[config.mk]
export PLATFORM = sky130hd
export DESIGN_NAME = axis_uart_top
export DESIGN_NICKNAME = d
export VERILOG_FILES = /design/src/rtl/uart_line_pkg.sv /design/src/rtl/uart_bus_pkg.sv /design/src/rtl/axis_uart_top.sv /design/src/rtl/uart_rx.sv /design/src/rtl/uart_tx.sv /design/src/rtl/uart_regs.sv /design/src/rtl/axils_local_bridge.sv
export SDC_FILE = /design/constraint.sdc
export NUM_CORES = 1
export LEC_CHECK = 0
export BUFFER_PORTS_ARGS = -buffer_cell sky130_fd_sc_hd__buf_2
export CORE_UTILIZATION = 50
export DETAILED_ROUTE_END_ITERATION = 7
export MAX_ROUTING_LAYER = met4
export PLACE_DENSITY_LB_ADDON = 0.08
export SETUP_SLACK_MARGIN = 0.15
export SLEW_MARGIN = 20
export SYNTH_ARGS = -nofsm -noshare
export SYNTH_HDL_FRONTEND = slang
export SYNTH_SLANG_ARGS = --single-unit
[constraint.sdc]
create_clock -name ACLK -period 3.45 [get_ports ACLK]
set_input_delay 0.69 -clock ACLK [delete_from_list [all_inputs] [get_ports ACLK]]
set_output_delay 0.69 -clock ACLK [all_outputs]
set_load 0.01 [all_outputs]
[src/rtl/uart_line_pkg.sv]
package uart_line_pkg;

   typedef logic [7:0] uart_byte_t;

   // the bit period is kept short so that simulation stays fast.
   localparam int unsigned CLKS_PER_BIT = 8;
   localparam int unsigned HALF_BIT     = CLKS_PER_BIT / 2;
   localparam int unsigned BAUD_CNT_W   = $clog2(CLKS_PER_BIT);

   localparam int unsigned FIFO_DEPTH = 16;
   localparam int unsigned FIFO_PTR_W = 4;

   typedef logic [BAUD_CNT_W-1:0] baud_cnt_t;
   typedef logic [FIFO_PTR_W-1:0] fifo_ptr_t;
   typedef logic [FIFO_PTR_W:0]   fifo_cnt_t;

   // register offsets, decoded on address bits 3:2.
   localparam logic [3:0] REG_TXDATA = 4'h0;
   localparam logic [3:0] REG_RXDATA = 4'h4;
   localparam logic [3:0] REG_STATUS = 4'h8;

   typedef struct packed {
      logic tx_full;
      logic tx_empty;
      logic rx_valid;
      logic rx_overrun;
   } uart_status_t;

   typedef enum logic [1:0] {TX_IDLE, TX_START, TX_DATA, TX_STOP} tx_state_e;
   typedef enum logic [1:0] {RX_IDLE, RX_START, RX_DATA, RX_STOP} rx_state_e;

endpackage

[src/rtl/uart_bus_pkg.sv]
package uart_bus_pkg;

   // byte address as seen on both the AXI4-Lite side and the local bus.
   typedef logic [15:0] bus_addr_t;
   typedef logic [31:0] bus_data_t;
   typedef logic [3:0]  bus_strb_t;
   typedef logic [1:0]  axi_resp_t;

   localparam axi_resp_t RESP_OKAY = 2'b00;

   // one local access, held by the bridge for as long as local_cs is high.
   typedef struct packed {
      logic      rnw;
      bus_addr_t addr;
      bus_strb_t be;
      bus_data_t wdata;
   } local_req_t;

   // ##############################
   // bridge FSM.
   // ##############################

   typedef enum logic [1:0] {
      BR_IDLE,
      BR_WADDR,
      BR_WRITE,
      BR_READ
   } bridge_state_e;

endpackage
[src/rtl/axis_uart_top.sv]
`timescale 1ns/1ps

module axis_uart_top
   import uart_bus_pkg::*;
   import uart_line_pkg::*;
(
   input  logic      ACLK,
   input  logic      ARESETN,
   input  bus_addr_t s_axi_awaddr,
   input  logic      s_axi_awvalid,
   output logic      s_axi_awready,
   input  bus_data_t s_axi_wdata,
   input  bus_strb_t s_axi_wstrb,
   input  logic      s_axi_wvalid,
   output logic      s_axi_wready,
   output logic      s_axi_bvalid,
   input  logic      s_axi_bready,
   output axi_resp_t s_axi_bresp,
   input  bus_addr_t s_axi_araddr,
   input  logic      s_axi_arvalid,
   output logic      s_axi_arready,
   output bus_data_t s_axi_rdata,
   output axi_resp_t s_axi_rresp,
   output logic      s_axi_rvalid,
   input  logic      s_axi_rready,
   output logic      uart_txd,
   input  logic      uart_rxd
);

   logic       local_cs;
   local_req_t local_req;
   logic       local_ack;
   bus_data_t  local_rdata;

   logic       tx_push;
   uart_byte_t tx_byte;
   logic       tx_full;
   logic       tx_empty;

   logic       rx_pop;
   uart_byte_t rx_byte;
   logic       rx_valid;
   logic       rx_overrun;
   logic       rx_overrun_clr;

   axils_local_bridge u_bridge (.*);

   uart_regs u_regs (.*);

   uart_tx u_tx (.*);

   uart_rx u_rx (.*);

endmodule

[src/rtl/uart_rx.sv]
`timescale 1ns/1ps

module uart_rx
   import uart_line_pkg::*;
(
   input  logic       ACLK,
   input  logic       ARESETN,
   input  logic       uart_rxd,
   input  logic       rx_pop,
   input  logic       rx_overrun_clr,
   output uart_byte_t rx_byte,
   output logic       rx_valid,
   output logic       rx_overrun
);

   logic [1:0] sync;
   logic       rxd_s;

   rx_state_e  state;
   baud_cnt_t  baud_cnt;
   logic [2:0] bit_idx;
   uart_byte_t shift;
   logic       bit_done;
   logic       half_done;
   logic       frame_done;

   uart_byte_t mem [FIFO_DEPTH];
   fifo_ptr_t  wr_ptr;
   fifo_ptr_t  rd_ptr;
   fifo_cnt_t  count;
   logic       full;
   logic       push_ok;
   logic       pop_ok;

   // ##############################
   // line sampler.
   // ##############################

   always_ff @(posedge ACLK or negedge ARESETN) begin
      if (!ARESETN) begin
         sync <= 2'b11;
      end else begin
         sync <= {sync[0], uart_rxd};
      end
   end

   assign rxd_s     = sync[1];
   assign bit_done  = (baud_cnt == baud_cnt_t'(CLKS_PER_BIT - 1));
   assign half_done = (baud_cnt == baud_cnt_t'(HALF_BIT - 1));

   // a frame only counts when its stop bit is sampled high.
   assign frame_done = (state == RX_STOP) && bit_done && rxd_s;

   always_ff @(posedge ACLK or negedge ARESETN) begin
      if (!ARESETN) begin
         state    <= RX_IDLE;
         baud_cnt <= '0;
         bit_idx  <= '0;
      end else begin
         case (state)
            RX_IDLE: begin
               baud_cnt <= '0;
               if (!rxd_s) state <= RX_START;
            end
            RX_START: begin
               if (half_done) begin
                  baud_cnt <= '0;
                  bit_idx  <= '0;
                  state    <= rxd_s ? RX_IDLE : RX_DATA;
               end else begin
                  baud_cnt <= baud_cnt + 1'b1;
               end
            end
            RX_DATA: begin
               baud_cnt <= bit_done ? '0 : baud_cnt + 1'b1;
               if (bit_done) begin
                  bit_idx <= bit_idx + 1'b1;
                  if (bit_idx == 3'd7) state <= RX_STOP;
               end
            end
            RX_STOP: begin
               baud_cnt <= bit_done ? '0 : baud_cnt + 1'b1;
               if (bit_done) state <= RX_IDLE;
            end
            default: begin
               state <= RX_IDLE;
            end
         endcase
      end
   end

   always_ff @(posedge ACLK) begin
      if (state == RX_DATA && bit_done) begin
         shift <= {rxd_s, shift[7:1]};
      end
   end

   // ##############################
   // FIFO.
   // ##############################

   assign full     = (count == fifo_cnt_t'(FIFO_DEPTH));
   assign push_ok  = frame_done && !full;
   assign pop_ok   = rx_pop && rx_valid;
   assign rx_valid = (count != '0);
   assign rx_byte  = mem[rd_ptr];

   always_ff @(posedge ACLK) begin
      if (push_ok) begin
         mem[wr_ptr] <= shift;
      end
   end

   always_ff @(posedge ACLK or negedge ARESETN) begin
      if (!ARESETN) begin
         wr_ptr     <= '0;
         rd_ptr     <= '0;
         count      <= '0;
         rx_overrun <= 1'b0;
      end else begin
         if (push_ok) wr_ptr <= wr_ptr + 1'b1;
         if (pop_ok) rd_ptr <= rd_ptr + 1'b1;
         count <= count + fifo_cnt_t'(push_ok) - fifo_cnt_t'(pop_ok);
         // a new overrun in the same cycle as the clear is kept.
         if (frame_done && full) begin
            rx_overrun <= 1'b1;
         end else if (rx_overrun_clr) begin
            rx_overrun <= 1'b0;
         end
      end
   end

endmodule

[src/rtl/uart_tx.sv]
`timescale 1ns/1ps

module uart_tx
   import uart_line_pkg::*;
(
   input  logic       ACLK,
   input  logic       ARESETN,
   input  logic       tx_push,
   input  uart_byte_t tx_byte,
   output logic       tx_full,
   output logic       tx_empty,
   output logic       uart_txd
);

   uart_byte_t mem [FIFO_DEPTH];
   fifo_ptr_t  wr_ptr;
   fifo_ptr_t  rd_ptr;
   fifo_cnt_t  count;
   logic       push_ok;
   logic       pop;

   tx_state_e  state;
   baud_cnt_t  baud_cnt;
   logic [2:0] bit_idx;
   uart_byte_t shift;
   logic       bit_done;

   // ##############################
   // FIFO.
   // ##############################

   assign tx_full  = (count == fifo_cnt_t'(FIFO_DEPTH));
   assign tx_empty = (count == '0) && (state == TX_IDLE);
   assign push_ok  = tx_push && !tx_full;

   // the serializer takes the next byte when idle or right at the end of a stop bit.
   assign bit_done = (baud_cnt == baud_cnt_t'(CLKS_PER_BIT - 1));
   assign pop = (count != '0) && ((state == TX_IDLE) || (state == TX_STOP && bit_done));

   always_ff @(posedge ACLK) begin
      if (push_ok) begin
         mem[wr_ptr] <= tx_byte;
      end
   end

   always_ff @(posedge ACLK or negedge ARESETN) begin
      if (!ARESETN) begin
         wr_ptr <= '0;
         rd_ptr <= '0;
         count  <= '0;
      end else begin
         if (push_ok) wr_ptr <= wr_ptr + 1'b1;
         if (pop) rd_ptr <= rd_ptr + 1'b1;
         count <= count + fifo_cnt_t'(push_ok) - fifo_cnt_t'(pop);
      end
   end

   // ##############################
   // serializer.
   // ##############################

   always_ff @(posedge ACLK) begin
      if (pop) begin
         shift <= mem[rd_ptr];
      end else if (state == TX_DATA && bit_done) begin
         shift <= shift >> 1;
      end
   end

   always_ff @(posedge ACLK or negedge ARESETN) begin
      if (!ARESETN) begin
         state    <= TX_IDLE;
         baud_cnt <= '0;
         bit_idx  <= '0;
         uart_txd <= 1'b1;
      end else begin
         baud_cnt <= (state == TX_IDLE || bit_done) ? '0 : baud_cnt + 1'b1;
         case (state)
            TX_IDLE: begin
               if (pop) begin
                  state    <= TX_START;
                  uart_txd <= 1'b0;
               end
            end
            TX_START: begin
               if (bit_done) begin
                  state    <= TX_DATA;
                  bit_idx  <= '0;
                  uart_txd <= shift[0];
               end
            end
            TX_DATA: begin
               if (bit_done) begin
                  if (bit_idx == 3'd7) begin
                     state    <= TX_STOP;
                     uart_txd <= 1'b1;
                  end else begin
                     bit_idx  <= bit_idx + 1'b1;
                     uart_txd <= shift[1];
                  end
               end
            end
            TX_STOP: begin
               if (bit_done) begin
                  state    <= pop ? TX_START : TX_IDLE;
                  uart_txd <= !pop;
               end
            end
            default: begin
               state <= TX_IDLE;
            end
         endcase
      end
   end

endmodule

[src/rtl/uart_regs.sv]
`timescale 1ns/1ps

module uart_regs
   import uart_bus_pkg::*;
   import uart_line_pkg::*;
(
   input  logic       ACLK,
   input  logic       ARESETN,
   input  logic       local_cs,
   input  local_req_t local_req,
   output logic       local_ack,
   output bus_data_t  local_rdata,
   output logic       tx_push,
   output uart_byte_t tx_byte,
   input  logic       tx_full,
   input  logic       tx_empty,
   output logic       rx_pop,
   input  uart_byte_t rx_byte,
   input  logic       rx_valid,
   input  logic       rx_overrun,
   output logic       rx_overrun_clr
);

   logic         first;
   logic         in_window;
   logic         sel_tx;
   logic         sel_rx;
   logic         sel_st;
   uart_status_t status;
   bus_data_t    rd_word;

   // side effects fire only on the first cycle of an access.
   assign first = local_cs && !local_ack;

   assign in_window = (local_req.addr[15:4] == '0);
   assign sel_tx    = in_window && (local_req.addr[3:2] == REG_TXDATA[3:2]);
   assign sel_rx    = in_window && (local_req.addr[3:2] == REG_RXDATA[3:2]);
   assign sel_st    = in_window && (local_req.addr[3:2] == REG_STATUS[3:2]);

   assign tx_push        = first && !local_req.rnw && sel_tx && local_req.be[0];
   assign tx_byte        = local_req.wdata[7:0];
   assign rx_pop         = first && local_req.rnw && sel_rx && rx_valid;
   assign rx_overrun_clr = first && local_req.rnw && sel_st;

   assign status = '{
      tx_full:    tx_full,
      tx_empty:   tx_empty,
      rx_valid:   rx_valid,
      rx_overrun: rx_overrun
   };

   // unmapped reads and an empty RXDATA read back as zero.
   always_comb begin
      rd_word = '0;
      if (local_req.rnw) begin
         if (sel_rx && rx_valid) begin
            rd_word[7:0] = rx_byte;
         end else if (sel_st) begin
            rd_word[3:0] = status;
         end
      end
   end

   always_ff @(posedge ACLK or negedge ARESETN) begin
      if (!ARESETN) begin
         local_ack <= 1'b0;
      end else begin
         local_ack <= local_cs;
      end
   end

   always_ff @(posedge ACLK) begin
      if (first) begin
         local_rdata <= rd_word;
      end
   end

endmodule

[src/rtl/axils_local_bridge.sv]
`timescale 1ns/1ps

module axils_local_bridge
   import uart_bus_pkg::*;
(
   input  logic       ACLK,
   input  logic       ARESETN,
   input  bus_addr_t  s_axi_awaddr,
   input  logic       s_axi_awvalid,
   output logic       s_axi_awready,
   input  bus_data_t  s_axi_wdata,
   input  bus_strb_t  s_axi_wstrb,
   input  logic       s_axi_wvalid,
   output logic       s_axi_wready,
   output logic       s_axi_bvalid,
   input  logic       s_axi_bready,
   output axi_resp_t  s_axi_bresp,
   input  bus_addr_t  s_axi_araddr,
   input  logic       s_axi_arvalid,
   output logic       s_axi_arready,
   output bus_data_t  s_axi_rdata,
   output axi_resp_t  s_axi_rresp,
   output logic       s_axi_rvalid,
   input  logic       s_axi_rready,
   output logic       local_cs,
   output local_req_t local_req,
   input  logic       local_ack,
   input  bus_data_t  local_rdata
);

   bridge_state_e state;

   // ##############################
   // access sequencing.
   // ##############################

   always_ff @(posedge ACLK or negedge ARESETN) begin
      if (!ARESETN) begin
         state <= BR_IDLE;
      end else begin
         case (state)
            BR_IDLE: begin
               if (s_axi_awvalid) begin
                  state <= BR_WADDR;
               end else if (s_axi_arvalid) begin
                  state <= BR_READ;
               end
            end
            BR_WADDR: begin
               if (s_axi_wvalid) begin
                  state <= BR_WRITE;
               end
            end
            BR_WRITE: begin
               if (local_ack && s_axi_bready) begin
                  state <= BR_IDLE;
               end
            end
            BR_READ: begin
               if (local_ack && s_axi_rready) begin
                  state <= BR_IDLE;
               end
            end
            default: begin
               state <= BR_IDLE;
            end
         endcase
      end
   end

   // the request is captured piecewise and then held for the whole access.
   always_ff @(posedge ACLK) begin
      if (state == BR_IDLE) begin
         if (s_axi_awvalid) begin
            local_req.rnw  <= 1'b0;
            local_req.addr <= s_axi_awaddr;
         end else if (s_axi_arvalid) begin
            local_req.rnw  <= 1'b1;
            local_req.addr <= s_axi_araddr;
         end
      end
      if (state == BR_WADDR && s_axi_wvalid) begin
         local_req.wdata <= s_axi_wdata;
         local_req.be    <= s_axi_wstrb;
      end
   end

   assign local_cs = (state == BR_WRITE) || (state == BR_READ);

   // a write address wins over a read address offered in the same cycle.
   assign s_axi_awready = (state == BR_IDLE);
   assign s_axi_arready = (state == BR_IDLE) && !s_axi_awvalid;
   assign s_axi_wready  = (state == BR_WADDR);

   assign s_axi_bvalid = (state == BR_WRITE) && local_ack;
   assign s_axi_bresp  = RESP_OKAY;
   assign s_axi_rvalid = (state == BR_READ) && local_ack;
   assign s_axi_rresp  = RESP_OKAY;
   assign s_axi_rdata  = (state == BR_READ) ? local_rdata : '0;

endmodule

* After elaboration in Yosys (flattened, before gate mapping)
Memory sizes are Yosys's and may differ from the RTL's. Index checks and enable logic that the tools add are counted.
Storage, ports and cells: register bits 99, memory bits (writable) 256, bits of input ports 76, output and inout port bits 42, logic and storage cells 182, memories 2
Operators by class: add/sub/neg operators 12, equality and inequality tests 33, muxes and demuxes 50, reduce and logical (&&, ||, !) cells 60
Memory list:
- u_rx.mem | words 16, width 8, read ports 1, clocked after memory_dff 0, write ports 1, RTL line uart_rx.sv:27 | uart_byte_t mem [FIFO_DEPTH];
- u_tx.mem | words 16, width 8, read ports 1, clocked after memory_dff 0, write ports 1, RTL line uart_tx.sv:15 | uart_byte_t mem [FIFO_DEPTH];
Operators with widths (count):
- 2-to-1 mux 2 bit | 16
- logical AND 1 bit | 29
- 2-to-1 mux 3 bit | 8
- 2-to-1 mux 8 bit | 3
- one-hot mux 2 bit (4 select lines) | 3
- inequality test 2 x 1 -> 1 bit (second input constant) | 10
- 2-to-1 mux 17 bit | 1
- adder 4 x 1 -> 4 bit (second input constant) | 4
- 2-to-1 mux 16 bit | 1
- equality test 2 bit (second input constant) | 7
- adder 3 x 1 -> 3 bit (second input constant) | 4
- equality test 3 bit (second input constant) | 4
- logical NOT 12 bit | 1
- 2-to-1 mux 1 bit | 12
- one-hot mux 3 bit (2 select lines) | 2
- AND reduction 4 bit | 3
- adder 5 x 1 -> 5 bit | 2
- equality test 5 bit (second input constant) | 2
- AND reduction 5 bit | 2
- nonzero test 2 bit | 5
- nonzero test 5 bit | 2
- subtractor 5 x 1 -> 5 bit | 2
- one-hot mux 3 bit (3 select lines) | 1
- equality test 2 x 1 -> 1 bit (second input constant) | 4
- 12 further kinds | 27

* Logic depth before layout (Yosys ltp)
word-level depth 9, depth in mapped cells 16, mapped depth without buffers 14

* Hierarchy
From an unflattened synthesis, not the netlist that was laid out.
Second synthesis, totals: cells, all modules 947, area total of the unflattened synthesis 16079.2 µm²
Modules (own cells, without submodules):
- uart_tx | instances 1, cells an instance 364, area an instance 6613.8 µm², sequential area each 4635.7 µm²
- uart_rx | instances 1, cells an instance 378, area an instance 6510.0 µm², sequential area each 4687.0 µm²
- axils_local_bridge | instances 1, cells an instance 135, area an instance 2215.9 µm², sequential area each 1641.6 µm²
- uart_regs | instances 1, cells an instance 70, area an instance 739.5 µm², sequential area each 265.3 µm²

* Worst setup path after synthesis
OpenSTA, ideal clock, no wires.
kind reg2reg, start point register u_tx.baud_cnt[0], end point register u_tx.count[4], setup time 0.080 ns, data arrival time 2.689 ns, required time 3.370 ns, slack 0.681 ns, stages on the path, launching flop included 17, buffers on the path 2, period minus slack after synthesis 2.769 ns, cell sequence dfrtp_1 ha_1 ha_1 buf_2 a21oi_1 or2_2 buf_2 inv_1 ha_1 inv_1 ha_1 inv_1 fa_1 inv_1 a21oi_1 o21bai_1 xnor2_1
Between the ends: cells in the longest elaborated chain, start to end 5
Ends and longest elaborated chain:
- from (decl) | RTL line uart_tx.sv:23 | baud_cnt_t baud_cnt;
- from (signal assigned) | RTL line uart_tx.sv:77 | baud_cnt <= (state == TX_IDLE || bit_done) ? '0 : baud_cnt + 1'b1;
- equality test 3 bit | RTL line uart_tx.sv:37 | assign bit_done = (baud_cnt == baud_cnt_t'(CLKS_PER_BIT - 1));
- logical AND 1 bit | RTL line uart_tx.sv:38 | assign pop = (count != '0) && ((state == TX_IDLE) || (state == TX_STOP && bit_done));
- logical OR 1 bit | RTL line uart_tx.sv:38
- logical AND 1 bit | RTL line uart_tx.sv:38
- subtractor 5 x 1 -> 5 bit | RTL line uart_tx.sv:54 | count <= count + fifo_cnt_t'(push_ok) - fifo_cnt_t'(pop);
- to (signal assigned) | RTL line uart_tx.sv:54
- to (decl) | RTL line uart_tx.sv:18 | fifo_cnt_t count;
Every way passes these cells. A chain may end at the register's enable or synchronous reset.

* Worst setup path after layout
start point register u_rx.count[3], end point register u_rx.count[4]
Between the ends: elaborated cells between the ends (all ways) 8, those cells by class add/sub (2); eq/ne (1); reduce/logical (5)
RTL lines:
- from (decl) | RTL line uart_rx.sv:30 | fifo_cnt_t count;
- from (signal assigned) | RTL line uart_rx.sv:123 | count <= count + fifo_cnt_t'(push_ok) - fifo_cnt_t'(pop_ok);
- nonzero test 5 bit (*) | RTL line uart_rx.sv:105 | assign rx_valid = (count != '0);
- logical AND 1 bit | RTL line uart_regs.sv:42 | assign rx_pop = first && local_req.rnw && sel_rx && rx_valid;
- logical AND 1 bit (*) | RTL line uart_rx.sv:104 | assign pop_ok = rx_pop && rx_valid;
- named net u_rx.pop_ok | RTL line uart_rx.sv:33 | logic pop_ok;
- subtractor 5 x 1 -> 5 bit (*) | RTL line uart_rx.sv:123
The timed path passes the listed nets; every way through them passes the cells marked *.

==> flow_summary.json <==
{
  "crit_required_ps": 3880,
  "avgSynthCellArea_sq_um": 17.5,
  "die_x_microns": 175,
  "gp_congestion": 0.808,
  "ys_top_cells_by_area": "edfxtp_1 61%, mux4_2 7.8%, dfrtp_1 7.7%, ha_1 3.5%, mux4_1 1.8%",
  "synth_top_area_share_pct": 61.1,
  "crit_arrival_ps": 3440,
  "yosys.cell_types.count": 67,
  "netlist_instances": 854,
  "clk_pin_slew_worst_paths_ps": 60,
  "die_area_sq_mm": 0.0306,
  "finalClockSkew_ps": 9.92,
  "tightestPinTransition_ps": 952,
  "p_seq_share_pct": 47.5,
  "synth_top_family_by_area": "multiplexers",
  "fin_cells": 1359,
  "fin_nets": 1065,
  "nFillCells": 2255,
  "post-route-drc-count": 0,
  "post-route-period-util_pct": 87.3,
  "yosysTopAreaCell": "edfxtp_1",
  "area_growth_pct": 12.9,
  "numCtsBuffers": 37,
  "slew_viol_final": 0,
  "dp_hpwl_mm": 19.8,
  "grt-ovfl-total": 0,
  "synth_mux_area_share_pct": 12.0,
  "timing.critical_path.mode_cell": "ha_1",
  "grt_max_degree": 38,
  "cp_cell_sequence": "inv_1 > ha_1 > or4b_1 > nand3_1 > nor3_2 > ha_1 > inv_1 > ha_1 > fa_1 > a21oi_1 > nor2_1 > nor2_1 > xnor2_1",
  "vias": 7499,
  "p_switching_mw": 2.93,
  "busiest_layer": "met2",
  "slowest_delay_ps": 550,
  "holdBufCountCts": 0,
  "ctsResizeCount": 0,
  "maxCapViolations": 0,
  "core.rowCount": 62,
  "ir_drop_v": 0.000395,
  "routed_wl_mm": 29.1,
  "synth_edf_count": 304,
  "start_util_pct": 51.5,
  "use_met2_pct": 36.4,
  "crit_type": "reg2reg",
  "grt_pass1_vias": 7947,
  "vias_per_cell": 5.52,
  "synthTopCellsByCount": "304 x edfxtp_1, 52 x mux4_2, 46 x dfrtp_1",
  "final_hold_viol_count": 0,
  "cts_tree": "done",
  "ios": 118,
  "synth-async-reset-ratio_pct": 13.9,
  "drt_pass1_iterations": 5,
  "synth-seq-cells": 353,
  "fp.coreArea_sq_mm": 0.0290,
  "p_sw_share_pct": 26.0,
  "rsz0062_at_grt": "no",
  "critPathMaxFanout": 3,
  "drtIter0Drc": 484,
  "ys_warn_count": 0,
  "cts_buffer_depth": 3,
  "grtUsageMet1_pct": 23.1,
  "netlist_area_sq_mm": 0.0149,
  "ys_seq_area_share_pct": 69.3,
  "synth_compound_area_share_pct": 3.84,
  "cts_root_buf": "clkbuf_16",
  "die_y_microns": 175,
  "wl_per_cell_microns": 21.4,
  "grtUsageMet3_pct": 2.61,
  "dpl.cell_count": 1290,
  "intPower_mw": 8.34,
  "status": "completed",
  "post_cts_buffers": 0,
  "track_usage_pct": 20.1,
  "synth_adder_area_share_pct": 3.79,
  "comb_power_share_pct": 16.8,
  "grt_antenna_before_repair": 1,
  "crit_path_start_kind": "flop",
  "clk_latency_ps": 510,
  "yosysMostFrequentCell": "edfxtp_1",
  "leakage_nw": 6.11,
  "setup_viol": 0,
  "max_slew_margin_pct": 36.5,
  "min_path_type": "in2async",
  "drive_gt1_share_pct": 24.4,
  "cts_sinks": 353,
  "synthSimpleGateAreaFrac_pct": 6.30,
  "slowest_stage": "or4b_1",
  "fin_crit_ps": 3010,
  "tns_ps": 0,
  "synth_ff_type": "edfxtp_1",
  "endpoint_kind": "flop",
  "cp_top_family": "adder cells",
  "drt.antenna.violating_nets": 0,
  "cp_num_buf_inv": 2,
  "cts_htree_levels": 2,
  "clkPwrFrac_pct": 35.8,
  "port_buffers": 58,
  "synth-xor-area-share_pct": 1.11,
  "clock.fmax_mhz": 332,
  "grt_pass1_wl_mm": 44.5,
  "power_density_mw_per_mm2": 668,
  "hold_slack_ps": 62.7
}
[final cells by class]
cell class | count | area, sq um | share of cell area (%)
sequential | 353 | 10400 | 61.4
multi-input combinational | 434 | 4140 | 24.5
clock buffer | 50 | 1060 | 6.27
timing repair buffer | 89 | 523 | 3.10
tap | 384 | 480 | 2.85
clock inverter | 18 | 196 | 1.16
inverter | 30 | 113 | 0.667
antenna | 1 | 2.50 | 0.0148
[kinds of logic (layout without fill, tap and decap cells)]
family	count (synthesis)	count (layout)
DFF	353	353
and+or+nand+nor	171	171
muxes	95	95
buffers and inverters	94	187
AOI/OAI and AO/OA	77	77
adders and majority gates	44	44
xor gates and xnor gates	19	19
other	1	29
[state kept, by name, summed over array words and instances (netlist names), 2 cells and up, named ones only]
register and count:
u_tx.state 2, u_rx.count 5, u_regs.local_rdata 8, u_tx.wr_ptr 4
u_rx.wr_ptr 4, u_bridge.local_req 24, u_rx.rd_ptr 4, u_tx.mem 128
u_tx.shift 8, u_bridge.state 2, u_rx.sync 2, u_tx.count 5
u_tx.baud_cnt 3, u_rx.bit_idx 3, u_tx.rd_ptr 4, u_rx.baud_cnt 3
u_rx.shift 8, u_tx.bit_idx 3, u_rx.mem 128
[power groups by stage]
stage                     clock [mW]  sequential [mW]  combinational [mW]
final                           4.03             5.35                1.89
after global routing            4.26             5.40                2.08
after CTS                       4.11             5.36                1.91
after detailed placement           0             5.44                1.90
after global placement             0             5.42                1.81
after floorplan                    0             5.22                1.59
[through the flow]
stage	setup slack [ps]	util, %	cell area [sq um]	total power, mW
5_1_grt	159	58.2	16900	11.7
3_3_place_gp	440	53.8	15600	7.23
2_1_floorplan	681	-	15000	6.81
4_1_cts	375	58.1	16900	11.4
3_5_place_dp	407	53.8	15600	7.35
6_report	439	58.2	16900	11.3
[cells in the final DEF (no fill, tap or decap), types with 12 or more instances in the layout]
| cell type | instances |
|---|---|
| and3_1 | 20 |
| buf_2 | 58 |
| buf_4 | 31 |
| clkbuf_16 | 39 |
| conb_1 | 28 |
| dfrtp_1 | 45 |
| edfxtp_1 | 304 |
| ha_1 | 42 |
| inv_1 | 30 |
| mux2_2 | 19 |
| mux2i_1 | 14 |
| mux4_2 | 52 |
| nand2_1 | 31 |
| nand3_1 | 15 |
| nor2_1 | 31 |
| nor2b_1 | 14 |
| xnor2_1 | 12 |
[routing by layer]
| layer | part of all wire, % | vias to the layer above |
|---|---|---|
| met4 | 2.1 | 0 |
| met2 | 55 | 133 |
| li1 | - | 3470 |
| met1 | 39 | 3843 |
| met5 | 0 | - |
| met3 | 3.6 | 53 |
[worst paths after layout]
| path | startpoint | end | slack, ps | cells past startpoint |
|---|---|---|---|---|
| worst min-delay path | ARESETN | u_rx.wr_ptr[1] | 60 | 1 |
| min in group ACLK | uart_rxd | u_rx.sync[0] | 280 | 1 |
| max in group asynchronous | ARESETN | u_tx.rd_ptr[1] | 2530 | 2 |
| worst max register to register | u_rx.count[3] | u_rx.count[4] | 440 | 13 |
| worst min register to register | u_rx.sync[0] | u_rx.sync[1] | 360 | 0 |
| worst max-delay path | u_rx.count[3] | u_rx.count[4] | 440 | 13 |
Power figures use the tool's default switching activity.
